**src/cpuPkg.sv**
```systemverilog
package cpuPkg;

    // one data word on every bus and register
    typedef logic [7:0] byteT;

    // ALU function select
    typedef enum logic [2:0] {
        opNone,
        opSum,
        opAnd,
        opEor,
        opOr,
        opShr
    } aluOpT;

    // source that drives the special bus in a cycle
    typedef enum logic [2:0] {
        srcData,
        srcAcc,
        srcX,
        srcY,
        srcS,
        srcAdd,
        srcZero
    } sbSrcT;

    // adder hold contents with overflow, carry and half carry
    typedef struct packed {
        byteT value;
        logic avr;
        logic acr;
        logic hc;
    } aluResT;

    // status byte layout NV-BDIZC
    localparam int statusBitC = 0;
    localparam int statusBitZ = 1;
    localparam int statusBitI = 2;
    localparam int statusBitD = 3;
    localparam int statusBitB = 4;
    localparam int statusBitV = 6;
    localparam int statusBitN = 7;

    // bit 5 set and every flag clear
    localparam byteT statusReset = 8'h20;

    // BCD correction constants
    localparam byteT bcdLowFix = 8'h06;
    localparam byteT bcdHighFix = 8'h60;
    localparam byteT bcdMax = 8'h99;
    localparam logic [3:0] bcdDigitMax = 4'd9;

endpackage

```
**src/aluCtrlIf.sv**
```systemverilog
interface aluCtrlIf;
    import cpuPkg::*;

    aluOpT op;
    logic carryIn;
    logic invertB;
    // decimal add / subtract adjust requests
    logic daa;
    logic dsa;

    modport ctrl (
        output op, carryIn, invertB, daa, dsa
    );

    modport alu (
        input op, carryIn, invertB, daa, dsa
    );

endinterface

```
**src/dataLatch.sv**
```systemverilog
module dataLatch (
    input  logic          phi2,
    input  logic          rst,
    input  cpuPkg::byteT  dataIn,
    input  cpuPkg::sbSrcT sbSel,
    input  cpuPkg::byteT  acc,
    input  cpuPkg::byteT  xReg,
    input  cpuPkg::byteT  yReg,
    input  cpuPkg::byteT  sReg,
    input  cpuPkg::byteT  addHold,
    output cpuPkg::byteT  latched,
    output cpuPkg::byteT  sb
);
    import cpuPkg::*;

    byteT dataQ;

    // external data is captured every cycle
    always_ff @(posedge phi2 or posedge rst) begin
        if (rst) begin
            dataQ <= '0;
        end else begin
            dataQ <= dataIn;
        end
    end

    assign latched = dataQ;

    // one source drives SB per cycle
    always_comb begin
        case (sbSel)
            srcData: sb = dataQ;
            srcAcc:  sb = acc;
            srcX:    sb = xReg;
            srcY:    sb = yReg;
            srcS:    sb = sReg;
            srcAdd:  sb = addHold;
            default: sb = '0;
        endcase
    end

endmodule

```
**src/aluCore.sv**
```systemverilog
module aluCore (
    input  logic           phi2,
    input  logic           rst,
    aluCtrlIf.alu          ctrl,
    input  cpuPkg::byteT   sb,
    input  cpuPkg::byteT   data,
    output cpuPkg::aluResT hold
);
    import cpuPkg::*;

    byteT opA;
    byteT opB;
    logic [8:0] sum;
    logic [4:0] halfSum;
    aluResT res;
    aluResT holdQ;

    assign opA = sb;
    // inverted B turns the adder into a subtractor
    assign opB = ctrl.invertB ? ~data : data;

    assign sum = {1'b0, opA} + {1'b0, opB} + {8'd0, ctrl.carryIn};
    // half carry ignores carry in
    assign halfSum = {1'b0, opA[3:0]} + {1'b0, opB[3:0]};

    always_comb begin
        res = '0;
        case (ctrl.op)
            opSum: begin
                res.value = sum[7:0];
                res.acr = sum[8];
                res.avr = (opA[7] == opB[7]) && (sum[7] != opA[7]);
                res.hc = halfSum[4];
            end
            opAnd: res.value = opA & opB;
            opEor: res.value = opA ^ opB;
            opOr:  res.value = opA | opB;
            opShr: begin
                // carry in rotates into the top bit
                res.value = {ctrl.carryIn, opB[7:1]};
                res.acr = opB[0];
            end
            default: res = '0;
        endcase
    end

    // adder hold register loaded every cycle
    always_ff @(posedge phi2 or posedge rst) begin
        if (rst) begin
            holdQ <= '0;
        end else begin
            holdQ <= res;
        end
    end

    assign hold = holdQ;

    // the controller must never issue an undefined function code
    opLegal: assert property (@(posedge phi2) disable iff (rst)
        ctrl.op inside {opNone, opSum, opAnd, opEor, opOr, opShr});

endmodule

```
**src/decimalAdjust.sv**
```systemverilog
module decimalAdjust (
    input  logic         phi2,
    input  logic         rst,
    aluCtrlIf.alu        ctrl,
    input  cpuPkg::byteT sb,
    input  logic         acr,
    input  logic         hc,
    output cpuPkg::byteT adjusted
);
    import cpuPkg::*;

    logic daaQ;
    logic dsaQ;

    // decimal mode follows the ALU operation by one cycle
    always_ff @(posedge phi2 or posedge rst) begin
        if (rst) begin
            daaQ <= 1'b0;
            dsaQ <= 1'b0;
        end else begin
            daaQ <= ctrl.daa;
            dsaQ <= ctrl.dsa;
        end
    end

    always_comb begin
        adjusted = sb;
        if (daaQ) begin
            if ((sb[3:0] > bcdDigitMax) || hc) begin
                adjusted = adjusted + bcdLowFix;
            end
            // high digit check uses the uncorrected value
            if (acr || (sb > bcdMax)) begin
                adjusted = adjusted + bcdHighFix;
            end
        end else if (dsaQ) begin
            if (!hc) begin
                adjusted = adjusted - bcdLowFix;
            end
            if (!acr) begin
                adjusted = adjusted - bcdHighFix;
            end
        end
    end

    decModeExclusive: assert property (@(posedge phi2) disable iff (rst)
        !(ctrl.daa && ctrl.dsa));

endmodule

```
**src/registerFile.sv**
```systemverilog
module registerFile (
    input  logic         phi2,
    input  logic         rst,
    input  cpuPkg::byteT sb,
    input  cpuPkg::byteT accIn,
    input  logic         loadAcc,
    input  logic         loadX,
    input  logic         loadY,
    input  logic         loadS,
    output cpuPkg::byteT acc,
    output cpuPkg::byteT xReg,
    output cpuPkg::byteT yReg,
    output cpuPkg::byteT sReg
);
    import cpuPkg::*;

    byteT accQ;
    byteT xQ;
    byteT yQ;
    byteT sQ;

    always_ff @(posedge phi2 or posedge rst) begin
        if (rst) begin
            accQ <= '0;
            xQ <= '0;
            yQ <= '0;
            sQ <= '0;
        end else begin
            // accumulator is fed through the decimal adjuster
            if (loadAcc) begin
                accQ <= accIn;
            end
            if (loadX) begin
                xQ <= sb;
            end
            if (loadY) begin
                yQ <= sb;
            end
            if (loadS) begin
                sQ <= sb;
            end
        end
    end

    assign acc = accQ;
    assign xReg = xQ;
    assign yReg = yQ;
    assign sReg = sQ;

endmodule

```
**src/statusReg.sv**
```systemverilog
module statusReg (
    input  logic           phi2,
    input  logic           rst,
    input  cpuPkg::aluResT hold,
    input  cpuPkg::byteT   sb,
    input  logic           flagsAluNzcv,
    input  logic           flagsAluNz,
    input  logic           flagsBusNz,
    input  logic           setC,
    input  logic           clrC,
    input  logic           setI,
    input  logic           clrI,
    input  logic           clrV,
    input  logic           setD,
    input  logic           clrD,
    output cpuPkg::byteT   status
);
    import cpuPkg::*;

    byteT statusQ;
    byteT statusNext;

    always_comb begin
        statusNext = statusQ;
        if (flagsAluNzcv) begin
            statusNext[statusBitN] = hold.value[7];
            statusNext[statusBitZ] = (hold.value == '0);
            statusNext[statusBitC] = hold.acr;
            statusNext[statusBitV] = hold.avr;
        end else if (flagsAluNz) begin
            statusNext[statusBitN] = hold.value[7];
            statusNext[statusBitZ] = (hold.value == '0);
        end else if (flagsBusNz) begin
            statusNext[statusBitN] = sb[7];
            statusNext[statusBitZ] = (sb == '0);
        end else begin
            // set has priority over clear
            if (setC || clrC) begin
                statusNext[statusBitC] = setC;
            end
            if (setI || clrI) begin
                statusNext[statusBitI] = setI;
            end
            if (setD || clrD) begin
                statusNext[statusBitD] = setD;
            end
            if (clrV) begin
                statusNext[statusBitV] = 1'b0;
            end
        end
        // B and the unused bit are fixed
        statusNext[statusBitB] = statusReset[statusBitB];
        statusNext[statusBitB + 1] = statusReset[statusBitB + 1];
    end

    always_ff @(posedge phi2 or posedge rst) begin
        if (rst) begin
            statusQ <= statusReset;
        end else begin
            statusQ <= statusNext;
        end
    end

    assign status = statusQ;

    strobePairs: assert property (@(posedge phi2) disable iff (rst)
        !(setC && clrC) && !(setI && clrI) && !(setD && clrD));

endmodule

```
**src/cpuDatapath.sv**
```systemverilog
module cpuDatapath (
    input  logic           phi2,
    input  logic           rst,
    input  cpuPkg::byteT   dataIn,
    input  cpuPkg::sbSrcT  sbSel,
    input  cpuPkg::aluOpT  aluOp,
    input  logic           carryIn,
    input  logic           invertB,
    input  logic           daa,
    input  logic           dsa,
    input  logic           loadAcc,
    input  logic           loadX,
    input  logic           loadY,
    input  logic           loadS,
    input  logic           flagsAluNzcv,
    input  logic           flagsAluNz,
    input  logic           flagsBusNz,
    input  logic           setC,
    input  logic           clrC,
    input  logic           setI,
    input  logic           clrI,
    input  logic           clrV,
    input  logic           setD,
    input  logic           clrD,
    output cpuPkg::byteT   acc,
    output cpuPkg::byteT   xReg,
    output cpuPkg::byteT   yReg,
    output cpuPkg::byteT   sReg,
    output cpuPkg::byteT   status,
    output cpuPkg::aluResT addHold
);
    import cpuPkg::*;

    byteT latched;
    byteT sb;
    byteT adjusted;

    aluCtrlIf aluCtrl ();

    // ALU control comes straight from the pins
    assign aluCtrl.op = aluOp;
    assign aluCtrl.carryIn = carryIn;
    assign aluCtrl.invertB = invertB;
    assign aluCtrl.daa = daa;
    assign aluCtrl.dsa = dsa;

    dataLatch uDataLatch (
        .phi2(phi2), .rst(rst), .dataIn(dataIn), .sbSel(sbSel),
        .acc(acc), .xReg(xReg), .yReg(yReg), .sReg(sReg),
        .addHold(addHold.value), .latched(latched), .sb(sb)
    );

    aluCore uAluCore (
        .phi2(phi2), .rst(rst), .ctrl(aluCtrl.alu),
        .sb(sb), .data(latched), .hold(addHold)
    );

    decimalAdjust uDecimalAdjust (
        .phi2(phi2), .rst(rst), .ctrl(aluCtrl.alu), .sb(sb),
        .acr(addHold.acr), .hc(addHold.hc), .adjusted(adjusted)
    );

    registerFile uRegisterFile (
        .phi2(phi2), .rst(rst), .sb(sb), .accIn(adjusted),
        .loadAcc(loadAcc), .loadX(loadX), .loadY(loadY), .loadS(loadS),
        .acc(acc), .xReg(xReg), .yReg(yReg), .sReg(sReg)
    );

    statusReg uStatusReg (
        .phi2(phi2), .rst(rst), .hold(addHold), .sb(sb),
        .flagsAluNzcv(flagsAluNzcv), .flagsAluNz(flagsAluNz), .flagsBusNz(flagsBusNz),
        .setC(setC), .clrC(clrC), .setI(setI), .clrI(clrI), .clrV(clrV),
        .setD(setD), .clrD(clrD), .status(status)
    );

endmodule

```
**config.mk**
```make
export PLATFORM = sky130hd
export DESIGN_NAME = cpuDatapath
export DESIGN_NICKNAME = d
export VERILOG_FILES = /design/src/cpuPkg.sv /design/src/aluCtrlIf.sv /design/src/dataLatch.sv /design/src/aluCore.sv /design/src/decimalAdjust.sv /design/src/registerFile.sv /design/src/statusReg.sv /design/src/cpuDatapath.sv
export SDC_FILE = /design/constraint.sdc
export NUM_CORES = 1
export LEC_CHECK = 0
export BUFFER_PORTS_ARGS = -buffer_cell sky130_fd_sc_hd__buf_2
export CAP_MARGIN = 10
export CORE_ASPECT_RATIO = 1.1
export CORE_MARGIN = 10
export CORE_UTILIZATION = 50
export DETAILED_ROUTE_END_ITERATION = 12
export GPL_TIMING_DRIVEN = 0
export PLACE_DENSITY = 0.84
export SLEW_MARGIN = 20
export SYNTH_ARGS = -nofsm -noshare
export SYNTH_HDL_FRONTEND = slang
export SYNTH_HIERARCHICAL = 1
export SYNTH_SLANG_ARGS = --single-unit
```
**constraint.sdc**
```tcl
create_clock -name phi2 -period 4 [get_ports phi2]
set_input_delay 0.8 -clock phi2 [delete_from_list [all_inputs] [get_ports phi2]]
set_output_delay 0.8 -clock phi2 [all_outputs]
set_load 0.02 [all_outputs]
```
==> results.cfg, run 1 <==
[cts]
clk_pin_slew_worst_paths_ns = 0.06
post_cts_buffers = 0
clkLatencyLatePin_ns = 0.34
hold_buffers = 0
cts-root-buf = clkbuf_8
cts.path.max_buffers = 2
cts.sinks = 59
ctsHtreeMaxLevel = 3
cts_buffers = 9
cts_tree = done

[worst_setup_path]
slowest_stage = a31oi_2
cp_slowest_stage_delay_ns = 0.55
r2r_slack_ns = 0.62
crit_chain = buf_2, buf_6, mux2_2, nand2_1, a31oi_2, buf_6, inv_1, ha_1, inv_1, o2111ai_4, xor2_2, ha_1, a211o_1, xnor2_1, a22oi_2, xnor2_1, mux2_4
crit_path_max_fanout = 10
required_ns = 4.22
reg2reg_depth = 11
rr_startpoint = uRegisterFile/acc[0]
crit_path_end_kind = register
path_class = in2reg
cp-start-kind = primary input
crit_arrival_ns = 3.99
r2r-end = uAluCore/hold[1]

[run]
cap_viol_max_count = 0

[drt]
wl_per_cell_um = 19.8
drtAntennaViolNets = 0
drtIter0Drc = 297
firstDrtPassIters = 5
vias = 3511
vias_per_cell = 5.73
wirelength_mm = 12.1
route.detailed.drc = 0

[grt]
grt_max_degree = 33
grt_overflow = 0
grt_pass1_vias = 3553
grt_pass1_wl_mm = 19.0
antenna_found_initial = 0
grt_usage = 0.192

[power]
pwr_density_cell_mw_per_mm2 = 485
irDropWorstVdd_mv = 0.273
p_leak_nw = 2.44
total_power_mw = 2.43

[finish]
utilization = 0.602
seq_area_mm2 = 0.00148
area_growth_pct = 18.1
multi_input_area_mm2 = 0.00245
nets = 554
final_area_mm2 = 0.00501
drive_gt1_frac = 0.355
fill_cells = 709
n_antenna_cell = 0

[place]
dp_hpwl_mm = 9.38
port_buffers = 76
gp_congestion = 0.962
placed_cell_area_mm2 = 0.00478

[yosys]
ys_seq_area_frac = 0.348
synth_top_area_cell = dfrtp_1
syn_area_mm2 = 0.00424
yosys_warnings = 6
post-synth-top-area-fraction = 0.348
syn_area_per_cell_um2 = 10.3
synth_cell_types = 66
synth_nets = 466
synthArstFlopShare = 1.00
synth_edf_count = 0
synthTopCellsByArea = dfrtp_1 (35%), mux2_4 (11%), ha_1 (5.9%)
ys_ff_latch = 59
synthFlopType = dfrtp_1
postSynthCellCount = 410

[sta]
relSlewSlack = 0.290
fmax_mhz = 265
whs_ns = 0.405
period_share = 0.942
finalHoldViolations = 0
rsz0062_at_grt = no
worst_pin_slew_ns = 1.07
fin_skew_ns = 0.0118
setup_viol = 0
timing.final.crit_period_ns = 3.77
slew_violations = 0
tns_ns = 0

[floorplanning]
coreArea_mm2 = 0.00832
dieArea_mm2 = 0.0126
dieWidth_um = 108
rows = 35
initial_core_util = 0.510
die_y_um = 117
ioPinCount = 85

[run_status]
status = complete, no violations

[worst_hold_path]
min_path_type = in2async
[metrics by stage]
stage,std cells,setup WS (ns)
after floorplan,410,0.0656
after global placement,597,-0.759
after detailed placement,598,-0.383
after CTS,613,0.228
after global routing,613,0.0801
final,613,0.232
[layout make-up]
| class | instances | share of cell area |
|---|---|---|
| buffer | 26 | 0.0405 |
| clock buffer | 10 | 0.0275 |
| clock inverter | 5 | 0.0155 |
| inverter | 35 | 0.0262 |
| multi-input combinational | 290 | 0.490 |
| sequential | 59 | 0.295 |
| tap | 111 | 0.0277 |
| timing repair buffer | 77 | 0.0775 |
[cells by family after synthesis]
| kind of cell | Yosys count | synth area share |
|---|---|---|
| compound gates | 95 | 0.161 |
| simple gates | 90 | 0.114 |
| buf+inv | 61 | 0.0788 |
| mux | 59 | 0.181 |
| flops | 59 | 0.348 |
| fa+ha+maj | 22 | 0.0685 |
| xor+xnor | 22 | 0.0472 |
| other cells | 2 | 0.00177 |
[cells in the final DEF (no fill, tap or decap), types with 10 or more instances in the layout]
cell type	netlist	final
buf_2	6	82
dfrtp_1	59	59
inv_1	34	33
mux2_4	32	32
nand2_1	26	26
nor2_1	21	21
a21oi_1	21	21
o21ai_0	22	20
ha_1	20	20
mux2i_1	15	15
xnor2_1	13	13
mux2_2	12	12
clkbuf_8	0	10
buf_6	10	10
[sequential cells by signal, indices dropped and copies added, names as in the netlist]
register	count
uAluCore/hold	11
uDataLatch/latched	8
uDecimalAdjust/daaQ	1
uDecimalAdjust/dsaQ	1
uRegisterFile/acc	8
uRegisterFile/sReg	8
uRegisterFile/xReg	8
uRegisterFile/yReg	8
uStatusReg/status	6
[routing by layer]
metal / share of wire / track usage / vias to the layer above
li1: - / - / 1628
met1: 0.41 / 0.234 / 1697
met2: 0.49 / 0.325 / 163
met3: 0.076 / 0.0419 / 23
met4: 0.022 / 0.0722 / 0
met5: 0 / 0 / -
[synth_stat cells, types with 6 or more instances]
cell / n
a21oi_1: 21
a22oi_1: 6
buf_2: 6
buf_6: 10
clkbuf_1: 6
dfrtp_1: 59
ha_1: 20
inv_1: 34
mux2_2: 12
mux2_4: 32
mux2i_1: 15
nand2_1: 26
nor2_1: 21
nor2b_1: 6
nor3_1: 8
o21ai_0: 22
o221ai_1: 6
xnor2_1: 13
xor2_1: 8
[power by group]
group / internal (mW) / switching (mW) / total [mW]
combinational: 0.440 / 0.587 / 1.03
sequential: 0.702 / 0.101 / 0.803
clock: 0.362 / 0.234 / 0.596
[worst max-delay path: cells and delay by family]
| family | cells | cell delay (ns) |
|---|---|---|
| buffers and inverters | 5 | 0.65 |
| AND/OR/NAND/NOR | 1 | 0.07 |
| AO/OA/AOI/OAI | 4 | 1.01 |
| adder cells (fa/ha/maj) | 2 | 0.42 |
| multiplexers | 2 | 0.51 |
| XOR/XNOR | 3 | 0.52 |
[worst max path at each step]
stage,cells after the start,end,start
floorplan,15,uRegisterFile/acc[7],sbSel[0]
global placement,16,uRegisterFile/acc[7],sbSel[0]
detailed placement,17,uRegisterFile/acc[7],sbSel[1]
CTS,14,uRegisterFile/acc[7],sbSel[0]
global route,17,uRegisterFile/acc[7],sbSel[1]
finish,17,uRegisterFile/acc[7],sbSel[1]
[timing repair]
| item | CTS | global route |
|---|---|---|
| pin swaps | 0 | 0 |
| setup endpoints to repair | 2 | 1 |
| resized for setup | 2 | 1 |
Note: power is estimated with default switching activity, not from simulation.
==> inputs of run 2 (changes only) <==
--- a/config.mk
+++ b/config.mk
@@ -7,12 +7,14 @@
 export LEC_CHECK = 0
 export BUFFER_PORTS_ARGS = -buffer_cell sky130_fd_sc_hd__buf_2
 export CAP_MARGIN = 10
+export CELL_PAD_IN_SITES_DETAIL_PLACEMENT = 1
+export CELL_PAD_IN_SITES_GLOBAL_PLACEMENT = 2
 export CORE_ASPECT_RATIO = 1.1
 export CORE_MARGIN = 10
-export CORE_UTILIZATION = 50
+export CORE_UTILIZATION = 35
 export DETAILED_ROUTE_END_ITERATION = 12
 export GPL_TIMING_DRIVEN = 0
-export PLACE_DENSITY = 0.84
+export PLACE_DENSITY = 0.9
 export SLEW_MARGIN = 20
 export SYNTH_ARGS = -nofsm -noshare
 export SYNTH_HDL_FRONTEND = slang
==> run 2 against run 1 <==
  * Clock skew is 0.00094 ns lower
  * Combinational power hardly changed
  * First-iteration DRC count is 25% lower
  * Critical endpoint unchanged
==> results.cfg, run 2 (synthesis gave the netlist of run 1 again) <==
[worst_setup_path]
crit_path_max_fanout = 10
r2r-end = uRegisterFile/acc[7]
reg2reg_depth = 15
path_class = in2reg
required_ns = 4.22
r2r_slack_ns = 0.61
path_delay_family = compound AO/OA/AOI/OAI gates
path_depth = 16
crit_path_end_kind = register
rr_startpoint = uDataLatch/latched[2]
crit_chain = buf_2, or2b_1, o22a_1, o21ai_1, buf_4, inv_1, ha_1, inv_1, o2111ai_4, xor2_2, ha_1, a211o_1, xnor2_1, a22oi_2, xnor2_1, mux2_4
cp.buffers_inverters = 4
cp_slowest_stage_delay_ns = 0.34
cp-start-kind = primary input
slowest_stage = or2b_1
crit_arrival_ns = 3.98

[drt]
vias_per_cell = 5.31
wirelength_mm = 13.6
vias = 3496
wl_per_cell_um = 20.6
drtIter0Drc = 222
firstDrtPassIters = 4
drtAntennaViolNets = 0
route.detailed.drc = 0

[power]
p_leak_nw = 2.48
p_sw_frac = 0.381
pwr_density_cell_mw_per_mm2 = 510
total_power_mw = 2.64
combPwrFrac = 0.398
p_int_mw = 1.63
p_clk_frac = 0.297
irDropWorstVdd_mv = 0.185
pwr-share-seq = 0.305
switching_power_mw = 1.01

[finish]
n_antenna_cell = 0
final_common_cell = buf_2
layout_common_cells = buf_2 (82), dfrtp_1 (59), inv_1 (33)
largest_reg_flops = 11
drive_gt1_frac = 0.357
utilization = 0.433
area_growth_pct = 21.9
nets = 555

[cts]
cts.path.max_buffers = 2
ctsHtreeMaxLevel = 3
cts_buffers = 9
cts_tree = done
clkLatencyLatePin_ns = 0.34
cts.sinks = 59
cts-root-buf = clkbuf_16
clk_pin_slew_worst_paths_ns = 0.05
post_cts_buffers = 0

[sta]
setup_viol = 0
whs_ns = 0.395
fin_skew_ns = 0.0108
finalHoldViolations = 0
slew_violations = 0
rsz0062_at_grt = no
worst_pin_slew_ns = 1.07
relSlewSlack = 0.282
period_share = 0.941
fmax_mhz = 266
timing.final.crit_period_ns = 3.76

[floorplanning]
die_y_um = 135
coreArea_mm2 = 0.0119
rows = 42
dieArea_mm2 = 0.0169
dieWidth_um = 125
initial_core_util = 0.355
ioPinCount = 85

[grt]
grt_max_degree = 33
antenna_found_initial = 0
grt_overflow = 0
grt_usage = 0.161
grt_pass1_vias = 3945
grt_pass1_wl_mm = 22.0

[run]
cap_viol_max_count = 0

[run_status]
status = complete, no violations

[worst_hold_path]
min_path_type = in2async

[place]
port_buffers = 76
dp_hpwl_mm = 10.6
gp_congestion = 0.853
==> run 2: cell count changes in the layout (fill, tap and decap cells not counted), sizes merged <==
cell	delta
bufinv	-1
clkinvlp	+1
clkbuf	-1
buf	+1
inv	+1
clkinv	+1
==> run 2: area by class of cell <==
type,instances,area [um^2]
sequential,59,1480
fill,1365,6760
tap,154,193
multi-input combinational,290,2460
buffer,26,203
clock inverter,7,76.3
inverter,35,131
timing repair buffer,78,399
clock buffer,9,225
==> run 2: power by group through the flow <==
| stage | sequential, mW | clock (mW) | combinational, mW |
|---|---|---|---|
| global placement | 0.813 | 0 | 0.997 |
| detailed placement | 0.815 | 0 | 1.04 |
| finish | 0.806 | 0.784 | 1.05 |
| CTS | 0.806 | 0.797 | 1.05 |
| floorplan | 0.906 | 0 | 0.606 |
| global route | 0.823 | 0.822 | 1.13 |
==> run 2: worst reg2reg max path: cells and delay by family (launching register included) <==
kind / cells / cell delay (ns)
AOI/OAI and AO/OA: 5 / 1.03
xor gates and xnor gates: 3 / 0.54
adders and majority gates: 2 / 0.42
buffers and inverters: 3 / 0.45
DFF: 1 / 0.42
muxes: 2 / 0.43
==> run 2: timing repair <==
item	4_1_cts	5_1_grt
resized for setup	2	2
endpoints found under the setup margin	2	2
pin swaps	0	0
hold buffers	0	0
==> run 2: per-layer routing <==
metal	wire, um	global-route usage	share of wire	up-vias
met5	0	0	0	-
met4	243	0.0563	0.018	0
met3	542	0.0313	0.040	25
met2	7370	0.298	0.54	83
met1	5420	0.180	0.40	1764
li1	-	-	-	1624
==> run 2: per-stage QoR <==
stage | instances | area [um^2] | TNS, ns | worst slack (ns)
after global placement | 640 | 4810 | -3.12 | -0.824
after global routing | 658 | 5170 | 0 | 0.0193
after CTS | 658 | 5160 | 0 | 0.111
after floorplan | 410 | 4240 | 0 | 0.0656
final | 658 | 5170 | 0 | 0.236
after detailed placement | 642 | 4840 | -1.85 | -0.544
==> run 2: how the worst max path moves through the flow <==
stage                                 to      from  slack, ns
floorplan           uRegisterFile/acc[7]  sbSel[0]       0.07
global placement    uRegisterFile/acc[7]  sbSel[0]      -0.82
detailed placement  uRegisterFile/acc[7]  sbSel[1]      -0.54
CTS                 uRegisterFile/acc[7]  sbSel[2]       0.11
global route            uAluCore/hold[1]  sbSel[0]       0.02
finish              uRegisterFile/acc[7]  sbSel[1]       0.24
==> inputs of run 3 (changes only) <==
--- a/config.mk
+++ b/config.mk
@@ -11,12 +11,12 @@
 export CELL_PAD_IN_SITES_GLOBAL_PLACEMENT = 2
 export CORE_ASPECT_RATIO = 1.1
 export CORE_MARGIN = 10
-export CORE_UTILIZATION = 35
+export CORE_UTILIZATION = 34
 export DETAILED_ROUTE_END_ITERATION = 12
 export GPL_TIMING_DRIVEN = 0
-export PLACE_DENSITY = 0.9
+export MAX_ROUTING_LAYER = met4
+export PLACE_DENSITY = 0.91
 export SLEW_MARGIN = 20
 export SYNTH_ARGS = -nofsm -noshare
 export SYNTH_HDL_FRONTEND = slang
-export SYNTH_HIERARCHICAL = 1
 export SYNTH_SLANG_ARGS = --single-unit
==> run 3 against run 2 <==
  * Combinational power down 11%
  * Critical path depth grew 1
  * Sequential power shrank 2.9%
  * Non-clock buffer count up 10
  * Fmax decreased by 2.8%
  * Sequential cell count did not move
  * Critical endpoint is now uRegisterFile.acc[7]
==> results.cfg, run 3 <==
[grt]
grt_usage = 0.175
grt_pass1_vias = 4073
grt_overflow = 0
grt_pass1_wl_mm = 22.4
antenna_found_initial = 0
grt_max_degree = 34

[yosys]
synth_simple_gate_area_frac = 0.142
synthAdderAreaFrac = 0.0741
post-synth-top-area-fraction = 0.364
syn_area_per_cell_um2 = 9.52
synth_top_family_by_area = compound AO/OA/AOI/OAI gates
synth_xor_area_frac = 0.0488
yosysMostFrequentCell = dfrtp_1
synthMuxAreaShare = 0.126
synth_nets = 482
synthTopCellsByArea = dfrtp_1 (36%), ha_1 (6.2%), mux2_2 (6.1%)
synth_top_area_cell = dfrtp_1
ys_seq_area_frac = 0.364
synth_cell_types = 65
synthFlopType = dfrtp_1
ys_ff_latch = 59
synth_edf_count = 0
synth_compound_area_frac = 0.180
syn_area_mm2 = 0.00405
yosys_warnings = 0
postSynthCellCount = 426
synthArstFlopShare = 1.00
synthTopCellsByCount = dfrtp_1 (59), nor2_1 (34), a21oi_1 (33), inv_1 (25), nand2_1 (25)

[floorplanning]
rows = 41
initial_core_util = 0.350
ioPinCount = 85
die_y_um = 135
dieWidth_um = 124
dieArea_mm2 = 0.0167
coreArea_mm2 = 0.0116

[worst_setup_path]
crit_path_max_fanout = 11
crit_path_end_kind = register
crit_arrival_ns = 4.06
reg2reg_depth = 13
path_class = in2reg
required_ns = 4.19
cp-start-kind = primary input

[cts]
ctsHtreeMaxLevel = 3
clk_pin_slew_worst_paths_ns = 0.06
clkLatencyLatePin_ns = 0.34
cts_tree = done
cts.path.max_buffers = 2
cts.sinks = 59
cts_buffers = 9
cts-root-buf = clkbuf_16
hold_buffers = 0

[finish]
layout_common_cells = buf_2 (78), dfrtp_1 (59), nor2_1 (33)
utilization = 0.438
drive_gt1_frac = 0.291
area_growth_pct = 25.2
nets = 580
largest_reg_flops = 11
final_common_cell = buf_2
n_antenna_cell = 0

[sta]
period_share = 0.969
relSlewSlack = 0.445
setup_viol = 0
slew_violations = 0
fmax_mhz = 258
worst_pin_slew_ns = 0.825
fin_skew_ns = 0.00839
tns_ns = 0
finalHoldViolations = 0
timing.final.crit_period_ns = 3.87
fin_ws_ns = 0.126

[drt]
vias = 3729
drtIter0Drc = 238
vias_per_cell = 5.49
wirelength_mm = 14.6
wl_per_cell_um = 21.4
route.detailed.drc = 0
drtAntennaViolNets = 0
firstDrtPassIters = 4

[worst_hold_path]
min_path_type = in2async

[power]
p_leak_nw = 2.37
pwr_density_cell_mw_per_mm2 = 502
irDropWorstVdd_mv = 0.203
total_power_mw = 2.55

[run]
cap_viol_max_count = 0

[place]
port_buffers = 76
pre_cts_slack_ns = -0.543
dp_hpwl_mm = 10.8
gp_congestion = 0.933

[run_status]
status = complete, no violations
run 3: layer usage:
layer  vias up  share of wire  routed length [um]  track usage
met5         -              0                   0            -
met4         0          0.016                 235       0.0467
met3        17          0.051                 746       0.0275
met2       106           0.51                7380        0.291
met1      1889           0.43                6200        0.215
li1       1717              -                   -            -
run 3: logic make-up (layout without fill, tap and decap cells):
| group | after synthesis | in the layout |
|---|---|---|
| flops | 59 | 59 |
| other cells | 2 | 2 |
| xor+xnor | 21 | 21 |
| mux | 47 | 47 |
| compound gates | 105 | 105 |
| simple gates | 114 | 114 |
| buf+inv | 55 | 158 |
| fa+ha+maj | 23 | 23 |
run 3: through the flow:
step	hold slack [ns]	area [um^2]	instances
2_1_floorplan	0.583	4050	426
3_3_place_gp	0.472	4620	652
3_5_place_dp	0.487	4640	653
4_1_cts	0.451	4980	670
5_1_grt	0.470	5070	679
6_report	0.441	5070	679
run 3: report_power, final:
| group | internal, mW | leakage (nW) | switching (mW) |
|---|---|---|---|
| registers | 0.694 | 0.728 | 0.0894 |
| clock network | 0.495 | 0.149 | 0.340 |
| logic | 0.363 | 1.49 | 0.568 |
| total | 1.55 | 2.37 | 0.997 |
run 3: area by class of cell:
type | count | area (um^2)
Clock inverter | 7 | 83.8
Inverter | 28 | 115
Multi-Input combinational cell | 312 | 2350
Tap cell | 150 | 188
Timing Repair Buffer | 87 | 475
Clock buffer | 9 | 225
Fill cell | 1397 | 6520
Buffer | 27 | 156
Sequential cell | 59 | 1480
run 3: final timing paths:
path	start	endpoint	slack (ns)
setup / recovery	sbSel[1]	uRegisterFile.acc[7]	0.13
hold / removal	rst	uStatusReg.status[6]	0.44
setup reg to reg	uAluCore.hold[3]	uAluCore.hold[9]	0.58
hold reg to reg	uAluCore.hold[2]	uStatusReg.status[6]	0.49
max in group asynchronous	rst	uRegisterFile.acc[1]	3.07
min in group phi2	uAluCore.hold[2]	uStatusReg.status[6]	0.49
run 3: worst max-delay path, stage by stage:
cell      delay, ns
buf_2          0.10
nor2b_1        0.11
buf_2          0.18
and2_1         0.21
o32ai_4        0.35
inv_1          0.09
buf_2          0.22
ha_1           0.26
nor2_4         0.17
nand2_1        0.12
xnor2_1        0.18
ha_1           0.19
o21ai_0        0.10
or4b_4         0.51
and3_1         0.20
o21ai_1        0.13
o221ai_1       0.12
run 3: timing repair:
item,CTS,global route
pin swaps,1,2
resized for setup,3,8
endpoints found under the setup margin,2,2
setup buffers,1,9
cloned,0,0
